**src/design/fft_pkg.sv**
```systemverilog
package fft_pkg;

	// ##########################################################################
	// Widths of the Q1.7 butterfly datapath
	// ##########################################################################

	localparam int DATA_W     = 8;                      // Sample width, Q1.7
	localparam int COEF_W     = 9;                      // Wide enough for c+s and c-s
	localparam int PROD_W     = DATA_W + COEF_W;        // Full signed product
	localparam int FRAC_W     = 7;                      // Fraction bits of a sample
	localparam int MUL_CYCLES = COEF_W;                 // One shift-add step per coefficient bit
	localparam int CNT_W      = $clog2(MUL_CYCLES + 1); // Iteration counter width

	// ##########################################################################
	// Bundles carried between the blocks
	// ##########################################################################

	typedef struct packed
	{
		logic signed [DATA_W-1:0] re;
		logic signed [DATA_W-1:0] im;
	} cplx_t;

	// One extra bit so that A +/- W*B cannot overflow
	typedef struct packed
	{
		logic signed [DATA_W:0] re;
		logic signed [DATA_W:0] im;
	} cplx_wide_t;

	typedef struct packed
	{
		logic signed [COEF_W-1:0] c;         // Sign-extended cosine term
		logic signed [COEF_W-1:0] c_plus_s;  // Used by the I product
		logic signed [COEF_W-1:0] c_minus_s; // Used by the R product
	} twiddle_t;

	typedef struct packed
	{
		cplx_t      a;
		cplx_t      b;
		logic [1:0] k; // Twiddle index, W = exp(-j*2*pi*k/8)
	} bfly_in_t;

	typedef struct packed
	{
		cplx_wide_t p; // A + W*B
		cplx_wide_t q; // A - W*B
	} bfly_out_t;

	typedef enum logic [1:0]
	{
		SEL_Z, // c * (x - y)
		SEL_R, // y * (c - s)
		SEL_I  // x * (c + s)
	} op_sel_e;

endpackage

```
**src/design/twiddle_rom.sv**
```systemverilog
`timescale 1ns/1ps

module twiddle_rom
(
	input  logic               clk,
	input  logic               i_arst_n,
	input  logic [1:0]         i_k,
	output fft_pkg::twiddle_t  o_tw
);

	fft_pkg::twiddle_t tw_next;

	// Precomputed sums keep the pre-adders out of the datapath
	always_comb
	begin
		case (i_k)
			2'd0:    tw_next = '{c:  9'sd127, c_plus_s:  9'sd127, c_minus_s: 9'sd127};
			2'd1:    tw_next = '{c:  9'sd91,  c_plus_s:  9'sd0,   c_minus_s: 9'sd182};
			2'd2:    tw_next = '{c:  9'sd0,   c_plus_s: -9'sd127, c_minus_s: 9'sd127};
			default: tw_next = '{c: -9'sd91,  c_plus_s: -9'sd182, c_minus_s: 9'sd0};
		endcase
	end

	always_ff @(posedge clk or negedge i_arst_n)
	begin
		if (!i_arst_n)
		begin
			o_tw <= '0;
		end
		else
		begin
			o_tw <= tw_next; // Follows i_k every cycle
		end
	end

endmodule

```
**src/design/seq_multiplier.sv**
```systemverilog
`timescale 1ns/1ps

module seq_multiplier
(
	input  logic                                clk,
	input  logic                                i_arst_n,
	input  logic                                i_start,
	input  logic signed [fft_pkg::DATA_W-1:0]   i_a,
	input  logic signed [fft_pkg::COEF_W-1:0]   i_b,
	output logic                                o_done,
	output logic signed [fft_pkg::PROD_W-1:0]   o_prod
);

	logic [fft_pkg::CNT_W-1:0]         cnt;
	logic                              done;
	logic                              last_step;
	logic signed [fft_pkg::PROD_W-1:0] mcand;  // Multiplicand, shifted left each step
	logic [fft_pkg::COEF_W-1:0]        mplier; // Multiplier, shifted right each step
	logic signed [fft_pkg::PROD_W-1:0] acc;

	// The top multiplier bit carries weight -2^(COEF_W-1)
	assign last_step = (cnt == fft_pkg::CNT_W'(1));

	always_ff @(posedge clk or negedge i_arst_n)
	begin
		if (!i_arst_n)
		begin
			cnt  <= '0;
			done <= 1'b0;
		end
		else
		begin
			done <= 1'b0;
			if (i_start)
				cnt <= fft_pkg::CNT_W'(fft_pkg::MUL_CYCLES);
			else if (cnt != '0)
			begin
				cnt  <= cnt - fft_pkg::CNT_W'(1);
				done <= last_step; // Product is final on this edge
			end
		end
	end

	always_ff @(posedge clk)
	begin
		if (i_start)
		begin
			mcand  <= {{(fft_pkg::PROD_W-fft_pkg::DATA_W){i_a[fft_pkg::DATA_W-1]}}, i_a};
			mplier <= i_b;
			acc    <= '0;
		end
		else if (cnt != '0)
		begin
			if (mplier[0])
				acc <= last_step ? acc - mcand : acc + mcand;
			mcand  <= mcand <<< 1;
			mplier <= mplier >> 1;
		end
	end

	assign o_done = done;
	assign o_prod = acc; // Holds after done until the next start

endmodule

```
**src/design/twiddle_ctrl.sv**
```systemverilog
`timescale 1ns/1ps

module twiddle_ctrl
(
	input  logic             clk,
	input  logic             i_arst_n,
	input  logic             i_start,
	input  logic             i_mul_done,
	output logic             o_busy,
	output logic             o_capture,
	output logic             o_mul_start,
	output fft_pkg::op_sel_e o_sel,
	output logic             o_load_z,
	output logic             o_load_re,
	output logic             o_load_im,
	output logic             o_rot_valid
);

	typedef enum logic [2:0]
	{
		IDLE,
		WAIT_TW,
		CALC_Z,
		CALC_R,
		CALC_I,
		DONE
	} state_e;

	state_e state;
	state_e state_next;

	// ##########################################################################
	// State register and transitions
	// ##########################################################################

	always_ff @(posedge clk or negedge i_arst_n)
	begin
		if (!i_arst_n)
			state <= IDLE;
		else
			state <= state_next;
	end

	always_comb
	begin
		state_next = state;
		case (state)
			IDLE:    if (i_start) state_next = WAIT_TW; // Starts while busy are dropped
			WAIT_TW: state_next = CALC_Z;
			CALC_Z:  if (i_mul_done) state_next = CALC_R;
			CALC_R:  if (i_mul_done) state_next = CALC_I;
			CALC_I:  if (i_mul_done) state_next = DONE;
			default: state_next = IDLE;
		endcase
	end

	// ##########################################################################
	// Strobes and operand select
	// ##########################################################################

	assign o_busy    = (state != IDLE);
	assign o_capture = i_start && (state == IDLE);

	// One multiplier start per product, chained directly off the previous done
	assign o_mul_start = (state == WAIT_TW)
	                  || (state == CALC_Z && i_mul_done)
	                  || (state == CALC_R && i_mul_done);

	// Select moves ahead in the done cycle so the restart latches the next operands
	always_comb
	begin
		case (state)
			CALC_Z:  o_sel = i_mul_done ? fft_pkg::SEL_R : fft_pkg::SEL_Z;
			CALC_R:  o_sel = i_mul_done ? fft_pkg::SEL_I : fft_pkg::SEL_R;
			CALC_I:  o_sel = fft_pkg::SEL_I;
			default: o_sel = fft_pkg::SEL_Z;
		endcase
	end

	assign o_load_z    = (state == CALC_Z) && i_mul_done;
	assign o_load_re   = (state == CALC_R) && i_mul_done;
	assign o_load_im   = (state == CALC_I) && i_mul_done;
	assign o_rot_valid = (state == DONE); // One cycle after load_im

endmodule

```
**src/design/twiddle_datapath.sv**
```systemverilog
`timescale 1ns/1ps

module twiddle_datapath
(
	input  logic                              clk,
	input  logic                              i_arst_n,
	input  logic                              i_capture,
	input  fft_pkg::cplx_t                    i_b,
	input  fft_pkg::twiddle_t                 i_tw,
	input  fft_pkg::op_sel_e                  i_sel,
	input  logic [fft_pkg::PROD_W-1:0]        i_prod,
	input  logic                              i_load_z,
	input  logic                              i_load_re,
	input  logic                              i_load_im,
	output logic signed [fft_pkg::DATA_W-1:0] o_mul_a,
	output logic signed [fft_pkg::COEF_W-1:0] o_mul_b,
	output fft_pkg::cplx_t                    o_rot
);

	localparam int TOP = fft_pkg::FRAC_W + fft_pkg::DATA_W - 1;

	fft_pkg::cplx_t                    b_q;
	logic                              tw_load;   // ROM output is valid the cycle after capture
	logic signed [fft_pkg::COEF_W-1:0] c_plus_s_q;
	logic signed [fft_pkg::COEF_W-1:0] c_minus_s_q;
	logic signed [fft_pkg::COEF_W-1:0] x_minus_y;
	logic signed [fft_pkg::PROD_W-1:0] z_q;
	logic signed [fft_pkg::PROD_W-1:0] re_sum;
	logic signed [fft_pkg::PROD_W-1:0] im_diff;
	fft_pkg::cplx_t                    rot_q;

	always_ff @(posedge clk or negedge i_arst_n)
	begin
		if (!i_arst_n)
			tw_load <= 1'b0;
		else
			tw_load <= i_capture;
	end

	always_ff @(posedge clk)
	begin
		if (i_capture)
			b_q <= i_b;
		if (tw_load)
		begin
			c_plus_s_q  <= i_tw.c_plus_s;  // The ROM moves on with i_k, so keep the sums
			c_minus_s_q <= i_tw.c_minus_s;
		end
		if (i_load_z)
			z_q <= i_prod;
		if (i_load_re)
			rot_q.re <= re_sum[TOP:fft_pkg::FRAC_W];  // Floor and wrap to 8 bits
		if (i_load_im)
			rot_q.im <= im_diff[TOP:fft_pkg::FRAC_W];
	end

	// x - y can reach 255, hence the extra bit
	assign x_minus_y = {b_q.re[fft_pkg::DATA_W-1], b_q.re} - {b_q.im[fft_pkg::DATA_W-1], b_q.im};

	always_comb
	begin
		case (i_sel)
			fft_pkg::SEL_R: {o_mul_a, o_mul_b} = {b_q.im, c_minus_s_q};
			fft_pkg::SEL_I: {o_mul_a, o_mul_b} = {b_q.re, c_plus_s_q};
			default:        {o_mul_a, o_mul_b} = {i_tw.c[fft_pkg::DATA_W-1:0], x_minus_y};
		endcase
	end

	assign re_sum  = $signed(i_prod) + z_q;  // Re = R + Z
	assign im_diff = $signed(i_prod) - z_q;  // Im = I - Z
	assign o_rot   = rot_q;

endmodule

```
**src/design/butterfly_addsub.sv**
```systemverilog
`timescale 1ns/1ps

module butterfly_addsub
(
	input  logic               clk,
	input  logic               i_arst_n,
	input  logic               i_capture,
	input  fft_pkg::cplx_t     i_a,
	input  logic               i_rot_valid,
	input  fft_pkg::cplx_t     i_rot,
	output logic               o_valid,
	output fft_pkg::bfly_out_t o_out
);

	fft_pkg::cplx_t     a_q;
	fft_pkg::bfly_out_t sum_diff;

	// Sign-extend both sides by one bit so no component can overflow
	always_comb
	begin
		sum_diff.p.re = {a_q.re[fft_pkg::DATA_W-1], a_q.re} + {i_rot.re[fft_pkg::DATA_W-1], i_rot.re};
		sum_diff.p.im = {a_q.im[fft_pkg::DATA_W-1], a_q.im} + {i_rot.im[fft_pkg::DATA_W-1], i_rot.im};
		sum_diff.q.re = {a_q.re[fft_pkg::DATA_W-1], a_q.re} - {i_rot.re[fft_pkg::DATA_W-1], i_rot.re};
		sum_diff.q.im = {a_q.im[fft_pkg::DATA_W-1], a_q.im} - {i_rot.im[fft_pkg::DATA_W-1], i_rot.im};
	end

	always_ff @(posedge clk)
	begin
		if (i_capture)
			a_q <= i_a;
		if (i_rot_valid)
			o_out <= sum_diff; // Held until the next result
	end

	always_ff @(posedge clk or negedge i_arst_n)
	begin
		if (!i_arst_n)
			o_valid <= 1'b0;
		else
			o_valid <= i_rot_valid;
	end

endmodule

```
**src/design/butterfly_top.sv**
```systemverilog
`timescale 1ns/1ps

module butterfly_top
(
	input  logic               clk,
	input  logic               i_arst_n,
	input  logic               i_start,
	input  fft_pkg::bfly_in_t  i_in,
	output logic               o_valid,
	output logic               o_busy,
	output fft_pkg::bfly_out_t o_out
);

	fft_pkg::twiddle_t                 tw;
	fft_pkg::op_sel_e                  sel;
	fft_pkg::cplx_t                    rot;
	logic                              capture;
	logic                              mul_start;
	logic                              mul_done;
	logic                              load_z;
	logic                              load_re;
	logic                              load_im;
	logic                              rot_valid;
	logic signed [fft_pkg::DATA_W-1:0] mul_a;
	logic signed [fft_pkg::COEF_W-1:0] mul_b;
	logic signed [fft_pkg::PROD_W-1:0] prod;

	twiddle_rom u_rom (.clk(clk), .i_arst_n(i_arst_n), .i_k(i_in.k), .o_tw(tw));

	twiddle_ctrl u_ctrl (.clk(clk), .i_arst_n(i_arst_n), .i_start(i_start),
		.i_mul_done(mul_done), .o_busy(o_busy), .o_capture(capture), .o_mul_start(mul_start),
		.o_sel(sel), .o_load_z(load_z), .o_load_re(load_re), .o_load_im(load_im),
		.o_rot_valid(rot_valid));

	seq_multiplier u_mul (.clk(clk), .i_arst_n(i_arst_n), .i_start(mul_start), .i_a(mul_a),
		.i_b(mul_b), .o_done(mul_done), .o_prod(prod));

	twiddle_datapath u_dp (.clk(clk), .i_arst_n(i_arst_n), .i_capture(capture), .i_b(i_in.b),
		.i_tw(tw), .i_sel(sel), .i_prod(prod), .i_load_z(load_z), .i_load_re(load_re),
		.i_load_im(load_im), .o_mul_a(mul_a), .o_mul_b(mul_b), .o_rot(rot));

	butterfly_addsub u_addsub (.clk(clk), .i_arst_n(i_arst_n), .i_capture(capture),
		.i_a(i_in.a), .i_rot_valid(rot_valid), .i_rot(rot), .o_valid(o_valid), .o_out(o_out));

endmodule

```
**config.mk**
```make
export PLATFORM = sky130hd
export DESIGN_NAME = butterfly_top
export DESIGN_NICKNAME = d
export VERILOG_FILES = /design/src/design/fft_pkg.sv /design/src/design/twiddle_rom.sv /design/src/design/seq_multiplier.sv /design/src/design/twiddle_ctrl.sv /design/src/design/twiddle_datapath.sv /design/src/design/butterfly_addsub.sv /design/src/design/butterfly_top.sv
export SDC_FILE = /design/constraint.sdc
export NUM_CORES = 1
export LEC_CHECK = 0
export ABC_AREA = 0
export BUFFER_PORTS_ARGS = -buffer_cell sky130_fd_sc_hd__buf_2
export CORE_MARGIN = 5
export CORE_UTILIZATION = 40
export CTS_BUF_LIST = sky130_fd_sc_hd__clkbuf_16
export CTS_CLUSTER_DIAMETER = 200
export DETAILED_ROUTE_END_ITERATION = 10
export GPL_ROUTABILITY_DRIVEN = 1
export SLEW_MARGIN = 0
export SYNTH_ARGS = -nofsm -noshare
export SYNTH_HDL_FRONTEND = slang
export SYNTH_HIERARCHICAL = 1
export SYNTH_SLANG_ARGS = --single-unit
```
**constraint.sdc**
```tcl
create_clock -name clk -period 3.8 [get_ports clk]
set_input_delay 0.76 -clock clk [delete_from_list [all_inputs] [get_ports clk]]
set_output_delay 0.76 -clock clk [all_outputs]
set_load 0.01 [all_outputs]
```
# After elaboration in Yosys (flattened, before gate mapping)
# Cells that the tools add are included.
classes:
  muxes: 20
  add_sub_neg: 10
  reduce_logical: 13
  n_eq_ne: 14
op_table:
  columns: ["operator", "n"]
  rows:
  - ["26-bit one-hot mux with 3 select lines", 1]
  - ["17-bit two-way mux", 3]
  - ["8-bit by 8-bit subtractor with 9-bit output", 3]
  - ["8-bit by 8-bit adder with 9-bit output", 2]
  - ["9-bit two-way mux", 2]
  - ["9-bit one-hot mux with 2 select lines", 1]
  - ["17-bit adder", 1]
  - ["17-bit subtractor", 1]
  - ["8-bit one-hot mux with 2 select lines", 1]
  - ["15-bit adder", 1]
  - ["3-bit one-hot mux with 5 select lines", 1]
  - ["15-bit subtractor", 1]
  - ["3-bit two-way mux", 4]
  - ["4-bit two-way mux", 2]
  - ["3-bit by 2-bit equality test with 1-bit output (second input constant)", 2]
  - ["3-bit equality test (second input constant)", 2]
  - ["2-bit by 1-bit inequality test with 1-bit output (second input constant)", 3]
  - ["2-bit one-hot mux with 3 select lines", 1]
  - ["2-bit by 1-bit equality test with 1-bit output (second input constant)", 2]
  - ["2-bit equality test (second input constant)", 2]
  - ["4-bit by 1-bit equality test with 1-bit output (second input constant)", 1]
  - ["1-bit logical AND", 4]
  - ["4-bit AND reduction", 1]
  - ["4-bit nonzero test", 1]
  - ["11 further kinds", 14]
word_totals:
  register_bits: 196
  elab_cells: 81
  output_inout_bits: 38
  inputBits: 37

# Depth between registers and ports, before layout
depth:
  word_depth: 5
  depth_mapped: 14
  depth_no_buf: 13

# Hierarchy
# The synthesis kept the hierarchy.
by_module_without_submodules:
  columns: ["mod", "seq_area_each_um2", "instances", "cells_per_inst", "area_per_inst_um2"]
  rows:
  - ["twiddle_datapath", 1976.9, 1, 349, 3878.7]
  - ["seq_multiplier", 1246.2, 1, 321, 3072.9]
  - ["butterfly_addsub", 1526.5, 1, 254, 2976.6]
  - ["twiddle_rom", 250.2, 1, 43, 514.2]
  - ["twiddle_ctrl", 75.1, 1, 28, 227.7]

# Worst setup path before layout
# OpenSTA, ideal clock, no wires.
synth_path:
  kind: "reg-to-reg"
  start: "register u_mul/mcand[2] (netlist name)"
  end: "register u_mul.acc, in the netlist u_mul/o_prod[16]"
  required_ns: 3.729
  arrival_ns: 3.268
  path_stages_with_launch: 13
  setup_slack_ns: 0.462
  setup_ns: 0.071
  path_buffers: 0
  synth_period_minus_slack_ns: 3.338
  path_cell_list: "edfxtp_1 or3_1 or3_1 nor4_2 a41oi_1 xnor2_1 ha_1 a21oi_1 o21ai_0 a21oi_1 a211oi_1 or4_1 a21oi_1"
synth_between:
  elab_chain_cells: 2
  word_cells_on_any_way: 3
  classes_between: "add/sub (2); mux (1)"
synth_lines:
  columns: ["item", "line", "text"]
  rows:
  - ["from (decl)", "seq_multiplier.sv:17", "logic signed [fft_pkg::PROD_W-1:0] mcand;"]
  - ["from (signal assigned)", "seq_multiplier.sv:48", "mcand <= {{(fft_pkg::PROD_W-fft_pkg::DATA_W){i_a[fft_pkg::DATA_W-1]}}, i_a};"]
  - ["from (signal assigned)", "seq_multiplier.sv:56", "mcand <= mcand <<< 1;"]
  - ["17-bit adder / 17-bit subtractor (equally long branches)", "seq_multiplier.sv:55", "acc <= last_step ? acc - mcand : acc + mcand;"]
  - ["17-bit two-way mux *", "seq_multiplier.sv:55", null]
  - ["to (signal assigned)", "seq_multiplier.sv:55", null]
  - ["to (decl)", "seq_multiplier.sv:19", "logic signed [fft_pkg::PROD_W-1:0] acc;"]
# Mark *: on every way between the ends. The rest lies on a longest branch, timed or not.
# A chain may end at the register's enable or synchronous reset.

# Worst setup path after layout
layout_path:
  start: "register u_mul/mcand[2] (netlist name)"
  end: "register u_mul.acc, in the netlist u_mul/o_prod[13]"
# The elaborated chain is that of the path after synthesis.

==> results.md <==
* P_leak at 4.68 nW
* Post-CTS Hold Buffers at 0
* Die height at 171 um
* Clock Path Buffers at 2
* CP Launch Type: flip-flop
* Cts repair resizes at 0
* Commonest non-fill, non-tap cells in the layout: edfxtp_1 (139), inv_1 (102), ha_1 (93), buf_2 (74), a21oi_1 (66)
* CTS tree: built
* Arrival @ worst endpoint at 3.65 ns
* TritonRoute pass-1 iters at 5
* Vias at 6951
* Initial DRC Count at 457
* Vias in the first global route at 6669
* Crit path capture type: flip-flop
* Hold Crit Class: primary input to async pin
* Die area at 0.0292 mm^2
* GP Congestion at 0.881
* Slowest-stage cell, CP: edfxtp_1
* Initial antenna violation count at 1
* Clk sinks at 174
* Power Density at 807 mW/mm^2
* Clock slew at reported path FFs at 0.08 ns
* Clk_lat worst skew at 0.44 ns
* Setup_tns at 0 ns
* Layout cells sized above 1 at 14.7%
* RSZ-0062 raised after global routing: false
* Clk_skew at 0.0192 ns
* I/O pin count at 75
* Initial core utilization at 40.8%
* WS Path Type: flip-flop to flip-flop
* GRT overflow at 0
* Syn Area/Cell at 10.8 um^2
* Max-cap violation count at 0
* Synth warn at 6
* Critical Path Fanout Max at 7
* R2r setup slk at 0.46 ns
* Least-Margin Pin Slew at 1.13 ns
* Port buffer count at 74
* DR DRC count at 0
* Routed wire per std cell at 14.8 um
* ANT nets after route at 0
* Worst VDD drop at 0.000378 V
* Overall Power at 9.29 mW
* Detail Placement HPWL at 14.9 mm
* Hold Violations, Final at 0
* Site Rows at 58
* Max incr delay on CP at 0.45 ns
* Synthesized Nets at 1094
* Placed Area at 0.0109 mm^2
* Postcts setup bufs at 0
* Core Area at 0.0253 mm^2
* # diodes at 0
* Post-route core utilization at 45.5%
* Achievable Freq at 300 MHz
* Via density at 5.17
* Slack of the critical path at 0.462 ns
* Largest net degree at the start of global routing at 36
* H-tree lvl count at 4
* Count of final setup violators at 0
* Max Slew Vio Count at 0
* Commonest non-fill, non-tap cell in the layout: edfxtp_1
* Routed WL at 19.9 mm
* Period minus WS final at 3.34 ns
* Fin area at 0.0115 mm^2
* First-pass GRT wire length at 33.0 mm
* Status: completed
* Nets at 1138
* CP cell instances: or3_1 > or3_1 > nor4_2 > a21oi_1 > xnor2_1 > ha_1 > nand3_1 > a211oi_1 > o31ai_1 > a211oi_1 > mux2i_1 > o21ai_0
* Period utilization at 87.9%
* Inserted Clock Buffers at 17
* Mapped Area at 0.0103 mm^2
* Placement Setup Slack at 0.471 ns
* Worst Path Required at 4.11 ns
* Die X at 171 um
* Gate Count Post-Synth at 958
* Layout area overhead at 11.4%
* Root Buffer: clkbuf_16
* GRT Total Usage at 14.0%
* Headroom to the max-slew limit at 24.1%
==> sequential cells by signal (all words and copies together), names as in the netlist <==
signal            flops
u_addsub/a_q         16
u_addsub/o_out       34
u_addsub/o_valid      1
u_ctrl/state          3
u_dp/b_q             16
u_dp/c_minus_s_q      9
u_dp/c_plus_s_q       9
u_dp/o_rot           16
u_dp/tw_load          1
u_dp/z_q             15
u_mul/cnt             4
u_mul/mcand          15
u_mul/mplier          9
u_mul/o_done          1
u_mul/o_prod         15
u_rom/o_tw           10
==> power breakdown <==
part	internal, mW	total [mW]	switching, mW	leakage [nW]
registers	2.62	2.94	0.316	1.68
clock network	0.940	1.83	0.888	0.308
logic	1.90	4.53	2.63	2.70
total	5.46	9.29	3.83	4.68
==> final cells by class <==
type | instances | area (um^2)
Clock buffer | 18 | 450
Multi-Input combinational cell | 624 | 4690
Fill cell | 2303 | 13800
Timing Repair Buffer | 80 | 415
Inverter | 105 | 394
Sequential cell | 174 | 4970
Clock inverter | 14 | 183
Tap cell | 330 | 413
==> metal layers <==
layer	global-route usage (%)	up-vias	part of all wire, %	routed length, um
li1	-	3528	-	-
met1	19.0	3258	48	9480
met3	2.80	20	4.3	858
met5	0	-	0	0
met2	22.8	145	47	9300
met4	3.96	0	1.4	278
==> worst paths after layout <==
| kind | from | endpoint | cells after the start |
|---|---|---|---|
| max | u_mul/mcand[2] | u_mul/o_prod[13] | 12 |
| min | i_arst_n | u_dp/tw_load | 1 |
| max reg2reg | u_mul/mcand[2] | u_mul/o_prod[13] | 12 |
| min reg2reg | u_rom/o_tw[16] | u_dp/c_plus_s_q[7] | 0 |
| max in group asynchronous | i_arst_n | u_mul/o_done | 1 |
| min in group clk | u_rom/o_tw[16] | u_dp/c_plus_s_q[7] | 0 |
==> critical path: cells and delay by family, from the launching register on <==
family | cells | cell delay (ns)
AO/OA/AOI/OAI | 5 | 0.86
adder cells (fa/ha/maj) | 1 | 0.39
flip-flops | 1 | 0.45
multiplexers | 1 | 0.20
AND/OR/NAND/NOR | 4 | 1.18
XOR/XNOR | 1 | 0.14
==> per-stage QoR <==
| step | std cells | hold slack [ns] |
|---|---|---|
| floorplan | 958 | 0.401 |
| global placement | 1313 | 0.405 |
| detailed placement | 1313 | 0.411 |
| CTS | 1345 | 0.281 |
| global route | 1345 | 0.305 |
| finish | 1345 | 0.278 |
(Power assumes the default switching activity.)
